<file path="config.mk">
export PLATFORM = sky130hd
export DESIGN_NAME = pm_read_return
export DESIGN_NICKNAME = d
export VERILOG_FILES = /design/src/hw/pm_bus_pkg.sv /design/src/hw/pm_read_return.sv
export VERILOG_INCLUDE_DIRS = /design/src /design/src/hw
export SDC_FILE = /design/constraint.sdc
export NUM_CORES = 1
export LEC_CHECK = 0
export BUFFER_PORTS_ARGS = -buffer_cell sky130_fd_sc_hd__buf_2
export CAP_MARGIN = 20
export CORE_MARGIN = 1.5
export CORE_UTILIZATION = 36
export CTS_CLUSTER_DIAMETER = 100
export CTS_CLUSTER_SIZE = 10
export DETAILED_ROUTE_END_ITERATION = 6
export GPL_TIMING_DRIVEN = 0
export MAX_ROUTING_LAYER = met4
export PLACE_DENSITY = 0.81
export SETUP_SLACK_MARGIN = 0.4
export SYNTH_ARGS = -nofsm -noshare
export SYNTH_HDL_FRONTEND = slang
export SYNTH_SLANG_ARGS = --single-unit
</file>
<file path="constraint.sdc">
create_clock -name clk -period 1.4 [get_ports clk]
set_clock_uncertainty 0.1 [all_clocks]
set_input_delay 0.07 -clock clk [delete_from_list [all_inputs] [get_ports clk]]
set_output_delay 0.07 -clock clk [all_outputs]
set_load 0.01 [all_outputs]
</file>
<file path="src/hw/pm_settings.svh">
// Build constants for the fabric and PM_SIM must be cleared for hardware builds
`ifndef PM_SETTINGS_SVH
`define PM_SETTINGS_SVH

// Data RAM of 4 KB
`define PM_RAM_WORDS        1024
`define PM_RAM_ADR_W        10

// Address map
`define PM_REGION_RAM       2'b10
`define PM_REGION_PERIPH    2'b11
`define PM_DEV_PIO          4'd1
`define PM_DEV_TMR          4'd2
`define PM_DEV_IRQ          4'd3

`define PM_BEAT             125     // Clocks per timer beat

// Version shown in the PIO
`define PM_HW_VER_MAJOR     8'd1
`define PM_HW_VER_MINOR     8'd0

// Flags seen by the software on the PIO input word
`define PM_SIM              1
`define PM_SPL              2
`define PM_PIO_IN_W         8
`define PM_PIO_OUT_W        8

`endif

</file>
<file path="src/hw/pm_bus_pkg.sv">
// Bus types assume 16-bit byte addresses, 32-bit words and a RAM below 16 KB
`include "pm_settings.svh"

package pm_bus_pkg;

    // Address seen as a RAM word
    typedef struct packed {
        logic [1:0]                     region;
        logic [11-`PM_RAM_ADR_W:0]      unused;
        logic [`PM_RAM_ADR_W-1:0]       word;
        logic [1:0]                     ofs;
    } pm_ram_view_t;

    // Same address seen as a device register
    typedef struct packed {
        logic [1:0] region;
        logic [1:0] unused_hi;
        logic [3:0] dev;        // Bits 11:8
        logic [2:0] unused_lo;
        logic [2:0] idx;        // Bits 4:2
        logic [1:0] ofs;
    } pm_per_view_t;

    typedef union packed {
        pm_ram_view_t ram;
        pm_per_view_t per;
    } pm_adr_t;

    // Core data port
    typedef struct packed {
        logic        wr;
        pm_adr_t     wr_adr;
        logic        rd;
        pm_adr_t     rd_adr;
        logic [3:0]  strb;
        logic [31:0] dat;
    } pm_core_req_t;

    // Local bus towards one device
    typedef struct packed {
        logic        wr;
        logic        rd;
        logic [2:0]  adr;
        logic [31:0] dat;
    } pm_lb_t;

    typedef enum logic [2:0] {src_none, src_ram, src_pio, src_tmr, src_irq} pm_src_t;

endpackage

</file>
<file path="src/hw/pm_read_return.sv">
// Read sources hold their word until the next read so only the source is delayed
`timescale 1ns/1ps

module pm_read_return
    import pm_bus_pkg::*;
(
    input  logic         clk,
    input  logic         rst_n,
    input  pm_src_t      rd_src,
    input  logic [31:0]  ram_dout,
    input  logic [31:0]  pio_dout,
    input  logic [31:0]  tmr_dout,
    input  logic [31:0]  irq_dout,
    output logic [31:0]  rdata
);

    pm_src_t src_q;

    always_ff @(posedge clk or negedge rst_n)
    begin
        if (!rst_n)
            src_q <= src_none;
        else
            src_q <= rd_src;
    end

    always_comb
    begin
        case (src_q)
            src_ram : rdata = ram_dout;
            src_pio : rdata = pio_dout;
            src_tmr : rdata = tmr_dout;
            src_irq : rdata = irq_dout;
            default : rdata = '0;     // Unmapped or idle
        endcase
    end

endmodule

</file>
==> impl_metrics.tcl, run 1 <==
set metrics [dict create \
    status "finished, violations left" \
    violations "negative setup slack" \
    seq_power_share_pct 8.5 \
    io_buffers 164 \
    vias 2046 \
    ys_top_cells_by_area "o221ai_2 (29%), nand4bb_1 (23%), mux2i_1 (21%)" \
    hp-class "primary input to async pin" \
    fmax_ghz 0.596 \
    place_inst 371 \
    h-tree-depth 1 \
    rsz0062_at_grt "yes" \
    clockBufferDepth 2 \
    p_per_area_nw_per_um2 420 \
    largest-register "src_q" \
    start_kind "flop" \
    crit_path_top_delay_cell "or4bb_1" \
    synth_nets 290 \
    drive_gt1_share_pct 70.4 \
    finalCritPeriodShare_pct 120 \
    area_delta_synth_final_pct 74.7 \
    crit_type "flop to output pin" \
    hold_ws_ps 92.9 \
    antennaDiodeCount 0 \
    cts_buffers 3 \
    largestRegisters "src_q: 3 flops" \
    final-hold-violation-count 0 \
    wire_per_inst_um 15.6 \
    ys_warn_count 0 \
    syn-cell-area_um2 1560 \
    drt-vias-per-instance 5.31 \
    cts_sinks 3 \
    netlist-cell-type-count 14 \
    relSlewSlack_pct 70.0 \
    antenna_left 0 \
    crit_fanout 6 \
    coreArea_um2 4090 \
    largest_register_ffs 3 \
    hpwl_um 4650 \
    cp-end-kind "output pin" \
    grt_max_degree 11 \
    gr-total-overflow 0 \
    p_sw_mw 0.418 \
    path_cells "buf_6 > or4bb_1 > o221ai_4 > buf_2" \
    maxSlewViolCount 0 \
    avgSynthCellArea_um2 9.91 \
    switching_share_pct 36.6 \
    ioPinCount 165 \
    die_x_um 68.7 \
    internal_power_mw 0.724 \
    yosysTopAreaCellShare_pct 29.0 \
    drtPass1Iterations 4 \
    totalWireLength_um 6010 \
    grt_util_all_layers_pct 24.5 \
    p_leak_nw 1.35 \
    cap_violations 0 \
    drcViolationCount 0 \
    cts_tree "yes" \
    yosysTopAreaCell "o221ai_2" \
    detail_route.iter0.violations 100 \
    combinationalPowerShare_pct 69.5 \
    vdd_drop_max_mv 0.558 \
    clk_pin_slew_ps 30 \
    finalPower_mw 1.14 \
    grt_first_pass_wirelength_um 8660 \
    power_frac_clock_pct 21.9 \
    antenna_found_initial 0 \
    layout.nets 469 \
    fp.dieArea_um2 4720 \
    root_buffer "clkbuf_8" \
    routabilityCongestion 0.802 \
    synth-seq-cells 3 \
    fp-row-count 23 \
    max_stage_delay_ps 530 \
    worst_pin_slew_ps 450 \
    grt_pass1_vias 1836 \
    synthCells 157 \
    final.min_clock_period_ps 1680 \
    critical_path_arrival_ps 1510 \
    preCtsSetupSlack_ps -89.3 \
    setup_viol 32 \
    finalNonFillerCells 385 \
    initial_core_util_pct 38.1 \
    setup_slack_ps -279 \
    ys_seq_area_share_pct 4.83 \
    critPathRequiredTime_ps 1230 \
    die_height_um 68.7 \
]
## layout make-up
type	count	area, µm²
fill	339	1370
buffer	24	259
clock buffer	4	45.0
tap	50	62.6
timing repair buffer	174	912
sequential	3	76.3
multi-input combinational	130	1360
## cells by family (layout without fill, tap and decap cells)
kind of cell	count (synthesis)	in the layout	share of synthesized area, %
flops	3	3	4.83
buf+inv	24	202	11.9
compound gates	32	32	30.3
simple gates	66	66	32.3
mux	32	32	20.6
## synthesized netlist by cell type, drive strengths merged
master	number
dfrtp	3
clkbuf	7
nand2b	1
nand4bb	32
or4bb	1
o221ai	31
buf	17
o211ai	1
nand2	31
mux2i	32
or2	1
## cells in the final DEF (no fill, tap or decap)
| cell | netlist | layout |
|---|---|---|
| or4bb_1 | 1 | 1 |
| clkbuf_1 | 7 | 3 |
| nand2_1 | 31 | 31 |
| o221ai_2 | 30 | 28 |
| buf_4 | 2 | 9 |
| nand4bb_1 | 32 | 32 |
| clkbuf_2 | 0 | 4 |
| dlygate4sd3_1 | 0 | 4 |
| dfrtp_2 | 0 | 1 |
| clkbuf_8 | 0 | 3 |
| buf_12 | 0 | 4 |
| dfrtp_1 | 3 | 2 |
| or2_1 | 1 | 1 |
| o221ai_1 | 1 | 1 |
| buf_6 | 11 | 8 |
| o221ai_4 | 0 | 2 |
| o211ai_2 | 1 | 1 |
| mux2i_4 | 0 | 1 |
| buf_8 | 0 | 3 |
| nand2b_4 | 0 | 1 |
| mux2i_2 | 0 | 7 |
| buf_2 | 4 | 164 |
| mux2i_1 | 32 | 24 |
## stage by stage
stage	util (%)	TNS (ps)	cell area (µm²)
after global routing	66.5	-9040	2720
after detailed placement	59.7	-2130	2440
after floorplan	-	0	1560
final	66.5	-6840	2720
after global placement	59.7	-1480	2440
after CTS	64.0	-6900	2620
## worst max-delay path, delay by kind of cell (launching register included)
| kind | cells | cell delay, ps |
|---|---|---|
| AND/OR/NAND/NOR | 1 | 530 |
| flip-flops | 1 | 390 |
| buffers and inverters | 2 | 300 |
| AO/OA/AOI/OAI | 1 | 90 |
## repair_timing
| item | in CTS | in global routing |
|---|---|---|
| setup buffers | 5 | 1 |
| pin swaps | 3 | 1 |
| gates cloned | 0 | 0 |
| hold buffers | 4 | 0 |
| hold endpoints to repair | 6 | 0 |
| resized for setup | 18 | 23 |
| setup endpoints to repair | 32 | 32 |
## power by group through the flow
stage          clock [mW]  sequential [mW]  combinational [mW]
6_report            0.250           0.0975               0.794
5_1_grt             0.267           0.0986               0.857
4_1_cts             0.252           0.0968               0.753
3_5_place_dp            0           0.0981               0.709
3_3_place_gp            0           0.0979               0.695
2_1_floorplan           0           0.0964               0.402
## how the worst max path moves through the flow
stage	slack, ps	cells past startpoint	to	startpoint
2_1_floorplan	120	4	rdata[0]	src_q[2]
3_3_place_gp	-90	5	rdata[9]	src_q[1]
3_5_place_dp	-90	5	rdata[8]	src_q[2]
4_1_cts	-250	4	rdata[30]	src_q[2]
5_1_grt	-330	5	rdata[2]	src_q[1]
6_report	-280	4	rdata[30]	src_q[2]
## per-layer routing
metal  part of all wire [%]  up-vias  GRT usage, %  routed length [µm]
met5                      0        -             -                   0
met4                   0.32        0          3.43                  19
met3                    8.0        2          3.25                 478
met2                     53       95          47.2                3210
met1                     38      948          27.3                2310
li1                       -     1001             -                   -
Power figures use the tool's default switching activity.
==> inputs of run 2 (changes only) <==
CORE_UTILIZATION = 32   (was 36)
PLACE_DENSITY = 0.76   (was 0.81)
clock period = 1.35 ns   (was 1.4 ns; I/O delays follow)
==> run 2 against run 1 <==
Compared with the run above: the run still ends with negative setup slack left; power rose by 4.7%; final area grew 3.1%; via count increased by 1.9%; first-iteration DRC count fell by 39%; critical path depth up 1; global-route usage is 3.0 points lower; wire length decreased by 6.0%; sequential share of layout area down 0.084 points; sequential power rose by 4%; cell count up 1.6%; sequential cell count did not move; largest power group unchanged.
==> impl_metrics.tcl, run 2 (same netlist as run 1, synthesis figures left out) <==
set metrics [dict create \
    status "finished, violations left" \
    violations "negative setup slack" \
    hp-class "primary input to async pin" \
    grt_max_degree 11 \
    area_delta_synth_final_pct 80.0 \
    detail_route.iter0.violations 61 \
    final_cell_mix "buf_2 (163), nand4bb_1 (31), nand2_1 (31)" \
    drtPass1Iterations 4 \
    layout.nets 471 \
    drive_gt1_share_pct 69.1 \
    grt_util_all_layers_pct 21.5 \
    final-hold-violation-count 0 \
    final.min_clock_period_ps 1670 \
    clockBufferDepth 2 \
    start_kind "flop" \
    p_leak_nw 1.39 \
    finalPower_mw 1.20 \
    drt-vias-per-instance 5.33 \
    wire_per_inst_um 14.4 \
    antenna_found_initial 0 \
    io_buffers 164 \
    cts_sinks 3 \
    antennaDiodeCount 0 \
    vias 2084 \
    clk_pin_slew_ps 30 \
    worst_pin_slew_ps 472 \
    cts_tree "yes" \
    p_per_area_nw_per_um2 427 \
    grt_first_pass_wirelength_um 8970 \
    fin_util_pct 59.7 \
    h-tree-depth 1 \
    antenna_left 0 \
    fmax_ghz 0.598 \
    preCtsSetupSlack_ps -181 \
    drcViolationCount 0 \
    maxSlewViolCount 0 \
    routabilityCongestion 0.770 \
    die_height_um 72.7 \
    coreArea_um2 4690 \
    cts_buffers 3 \
    ioPinCount 165 \
    critPathRequiredTime_ps 1180 \
    critical_path_arrival_ps 1500 \
    die_x_um 72.7 \
    cp-end-kind "output pin" \
    largestRegisters "src_q: 3 flops" \
    totalWireLength_um 5650 \
    mostFrequentLayoutCell "buf_2" \
    hpwl_um 4440 \
    vdd_drop_max_mv 0.792 \
    largest-register "src_q" \
    crit_fanout 10 \
    relSlewSlack_pct 68.5 \
    initial_core_util_pct 33.1 \
    root_buffer "clkbuf_8" \
    grt_pass1_vias 1989 \
    finalCritPeriodShare_pct 124 \
    crit_type "flop to output pin" \
    gr-total-overflow 0 \
    tns_ps -9220 \
    fp.dieArea_um2 5290 \
    setup_slack_ps -321 \
    cap_violations 0 \
    rsz0062_at_grt "yes" \
    fp-row-count 25 \
    setup_viol 32 \
    largest_register_ffs 3 \
]
-- run 2: cell count changes in the layout (fill, tap and decap cells not counted), sizes merged --
cell,delta
buf,+2
-- run 2: worst paths after layout --
check                        startpoint  depth (start not counted)        end  slack (ps)
max in group asynchronous         rst_n                          2   src_q[0]         950
min in group clk           pio_dout[17]                          4  rdata[17]         410
worst min-delay path              rst_n                          2   src_q[2]          80
worst max-delay path           src_q[0]                          5  rdata[30]        -320
-- run 2: critical path, cell delays in order (launching register included) --
cell and delay, ps:
dfrtp_2 440, or2_1 250, buf_6 150, buf_12 150
o221ai_4 160, buf_6 130
-- run 2: per-stage QoR --
step                      std cells  hold WS [ps]  area (µm²)
after floorplan                 157          -328        1560
after global placement          375          -237        2440
after detailed placement        375          -235        2440
after CTS                       391          77.6        2730
after global routing            391          79.8        2800
final                           391          80.3        2800
-- run 2: timing repair --
action                                  CTS  global route
endpoints found under the setup margin   32            32
gates resized for setup                  28            11
hold buffers                              4             0
pin swaps                                 3             5
buffers inserted                          7             0
hold endpoints to repair                  6             0
gates cloned                              1             0
-- run 2: where the power goes --
part / switching [mW] / total [mW] / internal [mW]
combinational: 0.368 / 0.842 / 0.474
sequential: 0.00589 / 0.101 / 0.0956
clock: 0.0512 / 0.252 / 0.201
-- run 2: cell type report --
| class | instances | area [µm²] |
|---|---|---|
| clock buffer | 4 | 45.0 |
| timing repair buffer | 176 | 978 |
| multi-input combinational | 130 | 1360 |
| sequential | 3 | 76.3 |
| fill | 421 | 1890 |
| buffer | 24 | 274 |
| tap | 54 | 67.6 |
-- run 2: layer usage --
layer | GRT usage [%] | vias up | share of wire [%] | routed length (µm)
met2 | 40.3 | 87 | 54 | 3050
li1 | - | 1006 | - | -
met5 | - | - | 0 | 0
met4 | 2.10 | 0 | 0 | 0
met3 | 2.49 | 0 | 5.6 | 315
met1 | 25.4 | 991 | 40 | 2280
